--- src/logic/i2c_mon_pkg.sv ---
// shared monitor types; record layout is fixed at 13 bits and the FIFO depth must stay at least 2
`default_nettype none

package i2c_mon_pkg;

    // record kinds as emitted on the output stream
    typedef enum logic [1:0] {
        REC_ADDR = 2'd0,
        REC_DATA = 2'd1,
        REC_STOP = 2'd2
    } rec_kind_t;

    // one event record, 13 bits wide
    typedef struct packed {
        // which bus event this record describes
        rec_kind_t  kind;
        // shifted byte, zero for a STOP record
        logic [7:0] byte_val;
        // SDA was low on the ninth SCL rise
        logic       ack;
        // address slot of a frame opened by a repeated START
        logic       restart;
        // STOP seen with a partial byte slot
        logic       err;
    } mon_rec_t;

    // transfer phase of the control FSM
    typedef enum logic [1:0] {
        MON_IDLE = 2'd0,
        MON_ADDR = 2'd1,
        MON_DATA = 2'd2
    } mon_state_t;

    // records held by the output FIFO
    localparam int unsigned REC_FIFO_DEPTH = 4;

    // FIFO pointer and occupancy widths
    localparam int unsigned REC_PTR_W = $clog2(REC_FIFO_DEPTH);
    localparam int unsigned REC_CNT_W = $clog2(REC_FIFO_DEPTH + 1);

    // SCL rises per byte slot, 8 data bits and the ack bit
    localparam int unsigned SLOT_BITS = 9;

    // width of the slot bit counter
    localparam int unsigned SLOT_CNT_W = 4;

endpackage

`default_nettype wire
--- src/logic/i2c_bus_monitor.sv ---
// passive monitor, never drives SDA or SCL; 7-bit addressing only, no stretching or timing checks
`timescale 1ns/100ps
`default_nettype none

module i2c_bus_monitor
    import i2c_mon_pkg::*;
(
    input  logic     clk,
    input  logic     rst_n,
    input  logic     enable_monitor,
    input  logic     sda,
    input  logic     scl,
    output logic     bus_busy,
    output logic     rec_valid,
    output mon_rec_t rec,
    input  logic     rec_ready,
    output logic     overflow
);

    logic       sda_s;
    logic       start_evt;
    logic       stop_evt;
    logic       scl_rise;
    logic       slot_done;
    logic [7:0] slot_byte;
    logic       slot_ack;
    logic       mid_slot;
    logic       push;
    mon_rec_t   push_rec;

    i2c_line_sampler i_i2c_line_sampler (
        .clk       (clk),
        .rst_n     (rst_n),
        .sda       (sda),
        .scl       (scl),
        .sda_s     (sda_s),
        .start_evt (start_evt),
        .stop_evt  (stop_evt),
        .scl_rise  (scl_rise)
    );

    i2c_byte_shifter i_i2c_byte_shifter (
        .clk       (clk),
        .rst_n     (rst_n),
        .bus_busy  (bus_busy),
        .start_evt (start_evt),
        .scl_rise  (scl_rise),
        .sda_s     (sda_s),
        .slot_done (slot_done),
        .slot_byte (slot_byte),
        .slot_ack  (slot_ack),
        .mid_slot  (mid_slot)
    );

    i2c_mon_ctrl i_i2c_mon_ctrl (
        .clk            (clk),
        .rst_n          (rst_n),
        .enable_monitor (enable_monitor),
        .start_evt      (start_evt),
        .stop_evt       (stop_evt),
        .slot_done      (slot_done),
        .slot_byte      (slot_byte),
        .slot_ack       (slot_ack),
        .mid_slot       (mid_slot),
        .bus_busy       (bus_busy),
        .push           (push),
        .push_rec       (push_rec)
    );

    i2c_record_fifo i_i2c_record_fifo (
        .clk            (clk),
        .rst_n          (rst_n),
        .enable_monitor (enable_monitor),
        .push           (push),
        .push_rec       (push_rec),
        .rec_valid      (rec_valid),
        .rec            (rec),
        .rec_ready      (rec_ready),
        .overflow       (overflow)
    );

endmodule

`default_nettype wire

--- src/logic/i2c_record_fifo.sv ---
// drops pushes when full and flags overflow until the monitor is disabled; records survive disable
`timescale 1ns/100ps
`default_nettype none

module i2c_record_fifo
    import i2c_mon_pkg::*;
(
    input  logic     clk,
    input  logic     rst_n,
    input  logic     enable_monitor,
    input  logic     push,
    input  mon_rec_t push_rec,
    output logic     rec_valid,
    output mon_rec_t rec,
    input  logic     rec_ready,
    output logic     overflow
);

    mon_rec_t             mem_q [REC_FIFO_DEPTH];
    logic [REC_PTR_W-1:0] wr_ptr;
    logic [REC_PTR_W-1:0] rd_ptr;
    logic [REC_CNT_W-1:0] count;
    logic                 pop;
    logic                 full;
    logic                 wr_en;

    assign rec_valid = (count != '0);
    assign full      = (count == REC_CNT_W'(REC_FIFO_DEPTH));
    assign pop       = rec_valid && rec_ready;
    // a pop frees the slot in the same cycle
    assign wr_en     = push && (!full || pop);
    assign rec       = mem_q[rd_ptr];

    always_ff @(posedge clk or negedge rst_n) begin
        if (!rst_n) begin
            wr_ptr   <= '0;
            rd_ptr   <= '0;
            count    <= '0;
            overflow <= 1'b0;
        end else begin
            if (wr_en) begin
                wr_ptr <= (wr_ptr == REC_PTR_W'(REC_FIFO_DEPTH - 1)) ? '0 : wr_ptr + 1'b1;
            end
            if (pop) begin
                rd_ptr <= (rd_ptr == REC_PTR_W'(REC_FIFO_DEPTH - 1)) ? '0 : rd_ptr + 1'b1;
            end
            count <= count + REC_CNT_W'(wr_en) - REC_CNT_W'(pop);
            // sticky until the monitor is switched off
            if (!enable_monitor) begin
                overflow <= 1'b0;
            end else if (push && !wr_en) begin
                overflow <= 1'b1;
            end
        end
    end

    always_ff @(posedge clk) begin
        if (wr_en) begin
            mem_q[wr_ptr] <= push_rec;
        end
    end

endmodule

`default_nettype wire

--- src/logic/i2c_mon_ctrl.sv ---
// one record per slot or STOP, never stalls; a STOP seen while idle is ignored
`timescale 1ns/100ps
`default_nettype none

module i2c_mon_ctrl
    import i2c_mon_pkg::*;
(
    input  logic       clk,
    input  logic       rst_n,
    input  logic       enable_monitor,
    input  logic       start_evt,
    input  logic       stop_evt,
    input  logic       slot_done,
    input  logic [7:0] slot_byte,
    input  logic       slot_ack,
    input  logic       mid_slot,
    output logic       bus_busy,
    output logic       push,
    output mon_rec_t   push_rec
);

    mon_state_t state_q;
    mon_state_t state_d;
    logic       restart_q;
    logic       restart_d;
    logic       push_d;
    mon_rec_t   rec_d;

    assign bus_busy = (state_q != MON_IDLE);

    always_comb begin
        state_d   = state_q;
        restart_d = restart_q;
        push_d    = 1'b0;
        rec_d     = '{kind: REC_DATA, byte_val: slot_byte, ack: slot_ack,
                      restart: 1'b0, err: 1'b0};

        if (!enable_monitor) begin
            state_d   = MON_IDLE;
            restart_d = 1'b0;
        end else if (start_evt) begin
            // a START inside a frame is a repeated START
            state_d   = MON_ADDR;
            restart_d = (state_q != MON_IDLE);
        end else if (stop_evt) begin
            if (state_q != MON_IDLE) begin
                push_d = 1'b1;
                rec_d  = '{kind: REC_STOP, byte_val: 8'h00, ack: 1'b0,
                           restart: 1'b0, err: mid_slot};
            end
            state_d   = MON_IDLE;
            restart_d = 1'b0;
        end else if (slot_done) begin
            case (state_q)
                MON_ADDR: begin
                    push_d        = 1'b1;
                    rec_d.kind    = REC_ADDR;
                    rec_d.restart = restart_q;
                    state_d       = MON_DATA;
                end
                MON_DATA: begin
                    push_d = 1'b1;
                end
                MON_IDLE: begin
                    state_d = MON_IDLE;
                end
                default: begin
                    state_d = MON_IDLE;
                end
            endcase
        end
    end

    always_ff @(posedge clk or negedge rst_n) begin
        if (!rst_n) begin
            state_q   <= MON_IDLE;
            restart_q <= 1'b0;
            push      <= 1'b0;
        end else begin
            state_q   <= state_d;
            restart_q <= restart_d;
            push      <= push_d;
        end
    end

    // record payload, only meaningful with push
    always_ff @(posedge clk) begin
        if (push_d) begin
            push_rec <= rec_d;
        end
    end

endmodule

`default_nettype wire

--- src/logic/i2c_byte_shifter.sv ---
// counts SCL rises only while the bus is busy; a STOP right after 8 bits completes that slot
`timescale 1ns/100ps
`default_nettype none

module i2c_byte_shifter
    import i2c_mon_pkg::*;
(
    input  logic       clk,
    input  logic       rst_n,
    input  logic       bus_busy,
    input  logic       start_evt,
    input  logic       scl_rise,
    input  logic       sda_s,
    output logic       slot_done,
    output logic [7:0] slot_byte,
    output logic       slot_ack,
    output logic       mid_slot
);

    logic [SLOT_CNT_W-1:0] bit_cnt;
    logic [7:0]            shift_q;
    logic                  last_bit;

    // ninth rise of the current slot
    assign last_bit = scl_rise && (bit_cnt == SLOT_CNT_W'(SLOT_BITS - 1));

    // every STOP is preceded by one SCL rise that carries no data bit,
    // so the slot only counts as partial past that rise
    assign mid_slot = (bit_cnt > SLOT_CNT_W'(1));

    always_ff @(posedge clk or negedge rst_n) begin
        if (!rst_n) begin
            bit_cnt   <= '0;
            slot_done <= 1'b0;
        end else begin
            slot_done <= 1'b0;
            if (start_evt || !bus_busy) begin
                bit_cnt <= '0;
            end else if (last_bit) begin
                bit_cnt   <= '0;
                slot_done <= 1'b1;
            end else if (scl_rise) begin
                bit_cnt <= bit_cnt + 1'b1;
            end
        end
    end

    // data path, MSB first
    always_ff @(posedge clk) begin
        if (bus_busy && scl_rise && !last_bit) begin
            shift_q <= {shift_q[6:0], sda_s};
        end
        if (bus_busy && last_bit && !start_evt) begin
            slot_byte <= shift_q;
            // low SDA on the ninth bit means ack
            slot_ack  <= ~sda_s;
        end
    end

endmodule

`default_nettype wire

--- src/logic/i2c_line_sampler.sv ---
// samples the raw lines only, no glitch filter past the two sync flops; pulses lag the pins by 3
`timescale 1ns/100ps
`default_nettype none

module i2c_line_sampler (
    input  logic clk,
    input  logic rst_n,
    input  logic sda,
    input  logic scl,
    output logic sda_s,
    output logic start_evt,
    output logic stop_evt,
    output logic scl_rise
);

    // first synchronizer stage
    logic sda_meta;
    logic scl_meta;

    // second stage, the synchronized levels
    logic scl_s;

    // one cycle of history behind the synchronized levels
    logic sda_prev;
    logic scl_prev;

    // sync chain comes out of reset at the idle bus level
    always_ff @(posedge clk or negedge rst_n) begin
        if (!rst_n) begin
            sda_meta <= 1'b1;
            scl_meta <= 1'b1;
            sda_s    <= 1'b1;
            scl_s    <= 1'b1;
            sda_prev <= 1'b1;
            scl_prev <= 1'b1;
        end else begin
            sda_meta <= sda;
            scl_meta <= scl;
            sda_s    <= sda_meta;
            scl_s    <= scl_meta;
            sda_prev <= sda_s;
            scl_prev <= scl_s;
        end
    end

    // registered condition pulses, one cycle each
    always_ff @(posedge clk or negedge rst_n) begin
        if (!rst_n) begin
            start_evt <= 1'b0;
            stop_evt  <= 1'b0;
            scl_rise  <= 1'b0;
        end else begin
            // SDA falls while SCL stays high
            start_evt <= scl_s & scl_prev & sda_prev & ~sda_s;
            // SDA rises while SCL stays high
            stop_evt  <= scl_s & scl_prev & ~sda_prev & sda_s;
            scl_rise  <= scl_s & ~scl_prev;
        end
    end

endmodule

`default_nettype wire

--- config.mk ---
export PLATFORM = sky130hd
export DESIGN_NAME = i2c_bus_monitor
export DESIGN_NICKNAME = d
export VERILOG_FILES = /design/src/logic/i2c_mon_pkg.sv /design/src/logic/i2c_bus_monitor.sv /design/src/logic/i2c_record_fifo.sv /design/src/logic/i2c_mon_ctrl.sv /design/src/logic/i2c_byte_shifter.sv /design/src/logic/i2c_line_sampler.sv
export SDC_FILE = /design/constraint.sdc
export NUM_CORES = 1
export LEC_CHECK = 0
export ABC_AREA = 1
export BUFFER_PORTS_ARGS = -buffer_cell sky130_fd_sc_hd__buf_2
export CORE_UTILIZATION = 45
export CTS_CLUSTER_SIZE = 20
export DETAILED_ROUTE_END_ITERATION = 16
export PLACE_DENSITY = 0.62
export SLEW_MARGIN = 10
export SYNTH_ARGS = -nofsm -noshare
export SYNTH_HDL_FRONTEND = slang
export SYNTH_SLANG_ARGS = --single-unit
--- constraint.sdc ---
create_clock -name clk -period 6.25 [get_ports clk]
set_input_delay 0.9375 -clock clk [delete_from_list [all_inputs] [get_ports clk]]
set_output_delay 0.9375 -clock clk [all_outputs]
set_load 0.01 [all_outputs]
==> impl_metrics.env, run 1 <==
export IMPL_grt_antenna_before_repair=0
export IMPL_worstSkewPairLatency_ns=0.36
export IMPL_drc=0
export IMPL_cts_tree="yes"
export IMPL_p_leak_nw=1.813
export IMPL_grt_pass1_wl_um=10610
export IMPL_gp_congestion=0.7870
export IMPL_pin_count=22
export IMPL_placed_area_mm2=0.004479
export IMPL_synthToLayoutAreaGrowth_pct=9.416
export IMPL_post_cts_resized=0
export IMPL_min_from="i_i2c_line_sampler.sda_meta"
export IMPL_grt_pass1_vias=2182
export IMPL_yosys_warnings=0
export IMPL_finalCritPeriodShare_pct=50.23
export IMPL_final_nets=374
export IMPL_fin_area_mm2=0.004667
export IMPL_synth_edff_count=82
export IMPL_hp_class="reg -> reg"
export IMPL_synth_top_area_share_pct=57.73
export IMPL_finalPower_mw=1.565
export IMPL_fmax_mhz=318.5
export IMPL_syn_mean_instance_area_um2=13.12
export IMPL_cts_root_buf="clkbuf_8"
export IMPL_die_w_um=99.36
export IMPL_clockBufferDepth=2
export IMPL_grt_start_max_net_pins=31
export IMPL_synthDistinctLibCells=31
export IMPL_dp_hpwl_um=4152
export IMPL_synth_main_ff_cell="edfxtp_1"
export IMPL_synth_area_leaders="edfxtp_1, dfrtp_1, nor2_1"
export IMPL_setup_viol=0
export IMPL_whs_endpoint="i_i2c_line_sampler.sda_s"
export IMPL_rsz0062_at_grt="false"
export IMPL_synth_seq_cells=108
export IMPL_grt_overflow=0
export IMPL_cts_buffers=9
export IMPL_worstMarginPinSlew_ns=1.061
export IMPL_final_max_slew_violation_count=0
export IMPL_cts_setup_buffers=0
export IMPL_dr_pass1_iters=4
export IMPL_r2r_start="i_i2c_mon_ctrl.state_q[0]"
export IMPL_synth_common_cells="edfxtp_1, nor2_1, inv_1"
export IMPL_yosysTopAreaCell="edfxtp_1"
export IMPL_vias_per_cell=4.842
export IMPL_rows=35
export IMPL_syn_area_mm2=0.004265
export IMPL_synth_most_common_cell="edfxtp_1"
export IMPL_required_ns=5.31
export IMPL_cp_end_kind="primary output"
export IMPL_fillers=789
export IMPL_fp_coreArea_mm2=0.009196
export IMPL_drive_above_1_share_pct=16.20
export IMPL_netlist_instances=325
export IMPL_fin_skew_ns=0.01071
export IMPL_dieHeight_um=99.36
export IMPL_critPathLaunchType="flop"
export IMPL_reg2reg_depth=3
export IMPL_r2r_end="i_i2c_mon_ctrl.push_rec[3]"
export IMPL_seq_area_frac_synth_pct=73.16
export IMPL_fin_setup_tns_ns=0
export IMPL_path_clk_slew_ns=0.10
export IMPL_status="completed"
export IMPL_cts_sinks=108
export IMPL_numPortBuffers=21
export IMPL_synthArstFlopShare_pct=24.07
export IMPL_hold_depth=0
export IMPL_p_per_area_mw_per_mm2=335.3
export IMPL_htree_levels=3
export IMPL_hold_buffers=0
export IMPL_initial_core_util_pct=46.38
export IMPL_num_vias=2271
export IMPL_finalWirelength_um=6343
export IMPL_cp_startpoint="i_i2c_record_fifo.rd_ptr[0]"
export IMPL_grt_util_all_layers_pct=14.12
export IMPL_drtIter0Drc=96
export IMPL_ir_drop_mv=0.1501
export IMPL_min_period_ns=3.139
export IMPL_drv_cap=0
export IMPL_relSlewSlack_pct=29.15
export IMPL_critPathMaxFanout=30
export IMPL_synth_fp_nets=346
export IMPL_wl_per_cell_um=13.52
export IMPL_antenna_cells=0
export IMPL_rrSetupSlack_ns=4.21
export IMPL_worstPathArrival_ns=2.20
export IMPL_final_hold_viol_count=0
export IMPL_crit_type="reg -> out"
export IMPL_die_area_mm2=0.009871
export IMPL_ant_nets=0
cell usage in the layout, fill, tap and decap left out:
| master | instances |
|---|---|
| o21ai_0 | 21 |
| or2_0 | 1 |
| inv_1 | 42 |
| o21a_1 | 1 |
| o211ai_1 | 1 |
| buf_4 | 4 |
| inv_2 | 2 |
| nor2_4 | 1 |
| ha_1 | 14 |
| a211oi_1 | 1 |
| clkinvlp_4 | 1 |
| nor3_1 | 3 |
| clkinv_2 | 1 |
| clkbuf_8 | 9 |
| nor3_2 | 2 |
| a21oi_1 | 3 |
| a211oi_2 | 1 |
| nand4_1 | 3 |
| a21boi_0 | 1 |
| nor2_1 | 48 |
| o21ai_1 | 8 |
| dfstp_2 | 6 |
| clkinv_4 | 2 |
| inv_6 | 2 |
| fa_1 | 1 |
| nand3_1 | 3 |
| nand2_2 | 3 |
| dfrtp_1 | 20 |
| o22ai_1 | 14 |
| edfxtp_1 | 82 |
| buf_2 | 21 |
| xnor2_1 | 2 |
| inv_8 | 1 |
| nand2_1 | 31 |
| nand3_2 | 2 |
state kept, by name (all words and copies together), names as in the netlist, 2 cells and up:
name	flops
i_i2c_record_fifo.mem_q	52
i_i2c_mon_ctrl.push_rec	13
i_i2c_byte_shifter.shift_q	8
i_i2c_byte_shifter.slot_byte	8
i_i2c_byte_shifter.bit_cnt	4
i_i2c_record_fifo.count	3
i_i2c_mon_ctrl.state_q	2
i_i2c_record_fifo.rd_ptr	2
i_i2c_record_fifo.wr_ptr	2
final cells by class:
type | instances | area (µm²) | area share [%]
sequential | 108 | 3120 | 66.86
clock inverter | 7 | 58.81 | 1.260
tap | 111 | 138.9 | 2.976
timing repair buffer | 25 | 135.1 | 2.895
clock buffer | 9 | 123.9 | 2.654
multi-input combinational | 165 | 924.6 | 19.81
inverter | 44 | 165.2 | 3.539
worst max-delay path by stage:
stage / endpoint / slack [ns] / cells after the start
floorplan: i_i2c_mon_ctrl.push_rec[0] / 3.70 / 2
global placement: rec[2] / 3.57 / 4
detailed placement: rec[3] / 3.50 / 4
CTS: rec[3] / 3.09 / 4
global route: rec[3] / 2.86 / 4
finish: rec[2] / 3.11 / 4
logic make-up after synthesis:
kind of cell	Yosys count	share of synthesized area (%)
AOI/OAI and AO/OA	51	6.688
and+or+nand+nor	97	9.768
xor gates and xnor gates	2	0.4108
buffers and inverters	52	5.397
adders and majority gates	15	4.576
DFF	108	73.16
power breakdown:
group | internal, mW | switching [mW] | leakage (nW)
sequential | 0.796 | 0.0645 | 1.08
clock | 0.151 | 0.238 | 0.0921
combinational | 0.131 | 0.184 | 0.642
metrics by stage:
stage / hold slack (ns) / instances / util [%] / setup WS [ns]
2_1_floorplan: 0.3452 / 325 / - / 3.704
3_3_place_gp: 0.3472 / 453 / 48.71 / 3.571
3_5_place_dp: 0.3475 / 453 / 48.71 / 3.504
4_1_cts: 0.3657 / 469 / 50.69 / 3.091
5_1_grt: 0.3681 / 469 / 50.75 / 2.862
6_report: 0.3630 / 469 / 50.75 / 3.111
worst max-delay path: stages, from the launching register on:
cell and delay (ns):
dfrtp_1 0.94, inv_2 0.37, o21ai_0 0.26, o22ai_1 0.11, buf_2 0.15
routing by layer:
metal,vias up,global-route usage (%),routed length (µm)
met3,11,2.881,264
met2,47,22.01,3012
met4,0,7.466,120
met5,-,0,0
li1,1162,-,-
met1,1051,18.81,2945
Power figures use the tool's default switching activity.
==> run 2: changes to the inputs <==
==> constraint.sdc (replaced) <==
create_clock -name clk -period 3.1 [get_ports clk]
set_input_delay 0.465 -clock clk [delete_from_list [all_inputs] [get_ports clk]]
set_output_delay 0.465 -clock clk [all_outputs]
set_load 0.01 [all_outputs]
==> run 2 against run 1 <==
Routed wire length up 1.7%; sequential share of layout area down 0.64 points; via count up 1.7%; non-clock buffer count up 3; core utilization up 0.49 points; first-iteration DRC count up 35%; clock-buffer cell count unchanged; design area up 0.97%; worst hold slack worse by 0.29 ns; critical path type unchanged; largest power group unchanged; highest routed layer unchanged.
==> impl_metrics.env, run 2 (synthesis results as in run 1) <==
export IMPL_placed_area_mm2=0.004502
export IMPL_fin_setup_tns_ns=0
export IMPL_cp_top_family="flip-flops"
export IMPL_synthToLayoutAreaGrowth_pct=10.47
export IMPL_crit_buf_inv=2
export IMPL_final_max_slew_violation_count=0
export IMPL_p_per_area_mw_per_mm2=691.1
export IMPL_relSlewSlack_pct=55.95
export IMPL_cts_sinks=108
export IMPL_htree_levels=3
export IMPL_utilization_pct=51.24
export IMPL_critPathLaunchType="flop"
export IMPL_vias_per_cell=4.894
export IMPL_critPathMaxStageDelay_ns=0.65
export IMPL_setup_viol=0
export IMPL_path_clk_slew_ns=0.11
export IMPL_p_leak_nw=1.841
export IMPL_cts_root_buf="clkbuf_8"
export IMPL_fin_skew_ns=0.01642
export IMPL_top_regs="i_i2c_record_fifo.mem_q (52), i_i2c_mon_ctrl.push_rec (13)"
export IMPL_grt_antenna_before_repair=0
export IMPL_fin_ws_ns=0.8081
export IMPL_fmax_mhz=436.3
export IMPL_initial_core_util_pct=46.38
export IMPL_final_nets=377
export IMPL_grt_overflow=0
export IMPL_worstMarginPinSlew_ns=0.6571
export IMPL_cts_buffers=9
export IMPL_final_hold_viol_count=0
export IMPL_die_area_mm2=0.009871
export IMPL_drc=0
export IMPL_numPortBuffers=21
export IMPL_layout_common_cells="edfxtp_1, nor2_1, inv_1, nand2_1"
export IMPL_post_place_ws_ns=1.129
export IMPL_grt_util_all_layers_pct=14.88
export IMPL_clockBufferDepth=2
export IMPL_finalCritPeriodShare_pct=73.93
export IMPL_crit_type="reg -> out"
export IMPL_die_w_um=99.36
export IMPL_required_ns=2.63
export IMPL_worstPathArrival_ns=1.83
export IMPL_hp_class="in -> async"
export IMPL_dp_hpwl_um=4451
export IMPL_status="completed"
export IMPL_crit_chain="inv_2 -> o21ai_0 -> o22ai_1 -> buf_2"
export IMPL_pin_count=22
export IMPL_drv_cap=0
export IMPL_layout_commonest_cell="edfxtp_1"
export IMPL_post_cts_resized=0
export IMPL_drtIter0Drc=130
export IMPL_hold_buffers=0
export IMPL_rrSetupSlack_ns=1.13
export IMPL_rsz0062_at_grt="false"
export IMPL_worstSkewPairLatency_ns=0.38
export IMPL_gp_congestion=0.8091
export IMPL_finalWirelength_um=6449
export IMPL_ir_drop_mv=0.2852
export IMPL_grt_start_max_net_pins=27
export IMPL_grt_pass1_vias=2278
export IMPL_fp_coreArea_mm2=0.009196
export IMPL_min_period_ns=2.292
export IMPL_grt_pass1_wl_um=11040
export IMPL_largest_register="i_i2c_record_fifo.mem_q"
export IMPL_largest_reg_flops=52
export IMPL_cp_end_kind="primary output"
export IMPL_critPathMaxFanout=26
export IMPL_dr_pass1_iters=4
export IMPL_cts_setup_buffers=0
export IMPL_dieHeight_um=99.36
export IMPL_wl_per_cell_um=13.66
export IMPL_rows=35
export IMPL_fin_area_mm2=0.004712
export IMPL_fillers=775
export IMPL_cts_tree="yes"
export IMPL_ant_nets=0
export IMPL_num_vias=2310
export IMPL_critical_path_slowest_cell="dfrtp_1"
export IMPL_antenna_cells=0
export IMPL_drive_above_1_share_pct=16.62
-- run 2: cell types whose count changed in the layout (fill, tap and decap cells not counted), sizes merged --
cell	delta
clkinv	+1
clkinvlp	-1
buf	+3
-- run 2: layout make-up --
| type | instances | area (µm²) | area share, % |
|---|---|---|---|
| multi-input combinational | 165 | 919.6 | 19.52 |
| clock inverter | 7 | 86.33 | 1.832 |
| clock buffer | 9 | 123.9 | 2.629 |
| inverter | 44 | 165.2 | 3.505 |
| tap | 111 | 138.9 | 2.947 |
| sequential | 108 | 3120 | 66.22 |
| timing repair buffer | 28 | 157.7 | 3.346 |
-- run 2: routing by layer --
layer	share of wire, %	track usage [%]
met5	0	0
met1	47	19.08
met2	48	23.93
met4	2.3	7.805
met3	2.6	3.233
-- run 2: where the power goes --
part	internal [mW]	switching [mW]	total, mW
registers	1.61	0.105	1.71
clock network	0.325	0.534	0.859
logic	0.273	0.413	0.685
total	2.20	1.05	3.26
-- run 2: final timing paths --
kind / startpoint / endpoint / cells past startpoint
max in group asynchronous: rst_n / i_i2c_mon_ctrl.push / 1
setup / recovery: i_i2c_record_fifo.rd_ptr[0] / rec[0] / 4
hold reg to reg: i_i2c_line_sampler.scl_meta / i_i2c_line_sampler.scl_s / 0
min in group clk: scl / i_i2c_line_sampler.scl_meta / 1
setup reg to reg: i_i2c_record_fifo.count[1] / i_i2c_record_fifo.count[1] / 10
hold / removal: rst_n / i_i2c_byte_shifter.bit_cnt[3] / 1
-- run 2: through the flow --
stage                     std cells  hold WS, ns  total power [mW]
after global routing            472       0.1120             3.450
after floorplan                 325       0.1694             2.234
after CTS                       472      0.09074             3.293
final                           472      0.07428             3.256
after detailed placement        456       0.3492             2.438
after global placement          456       0.3461             2.418
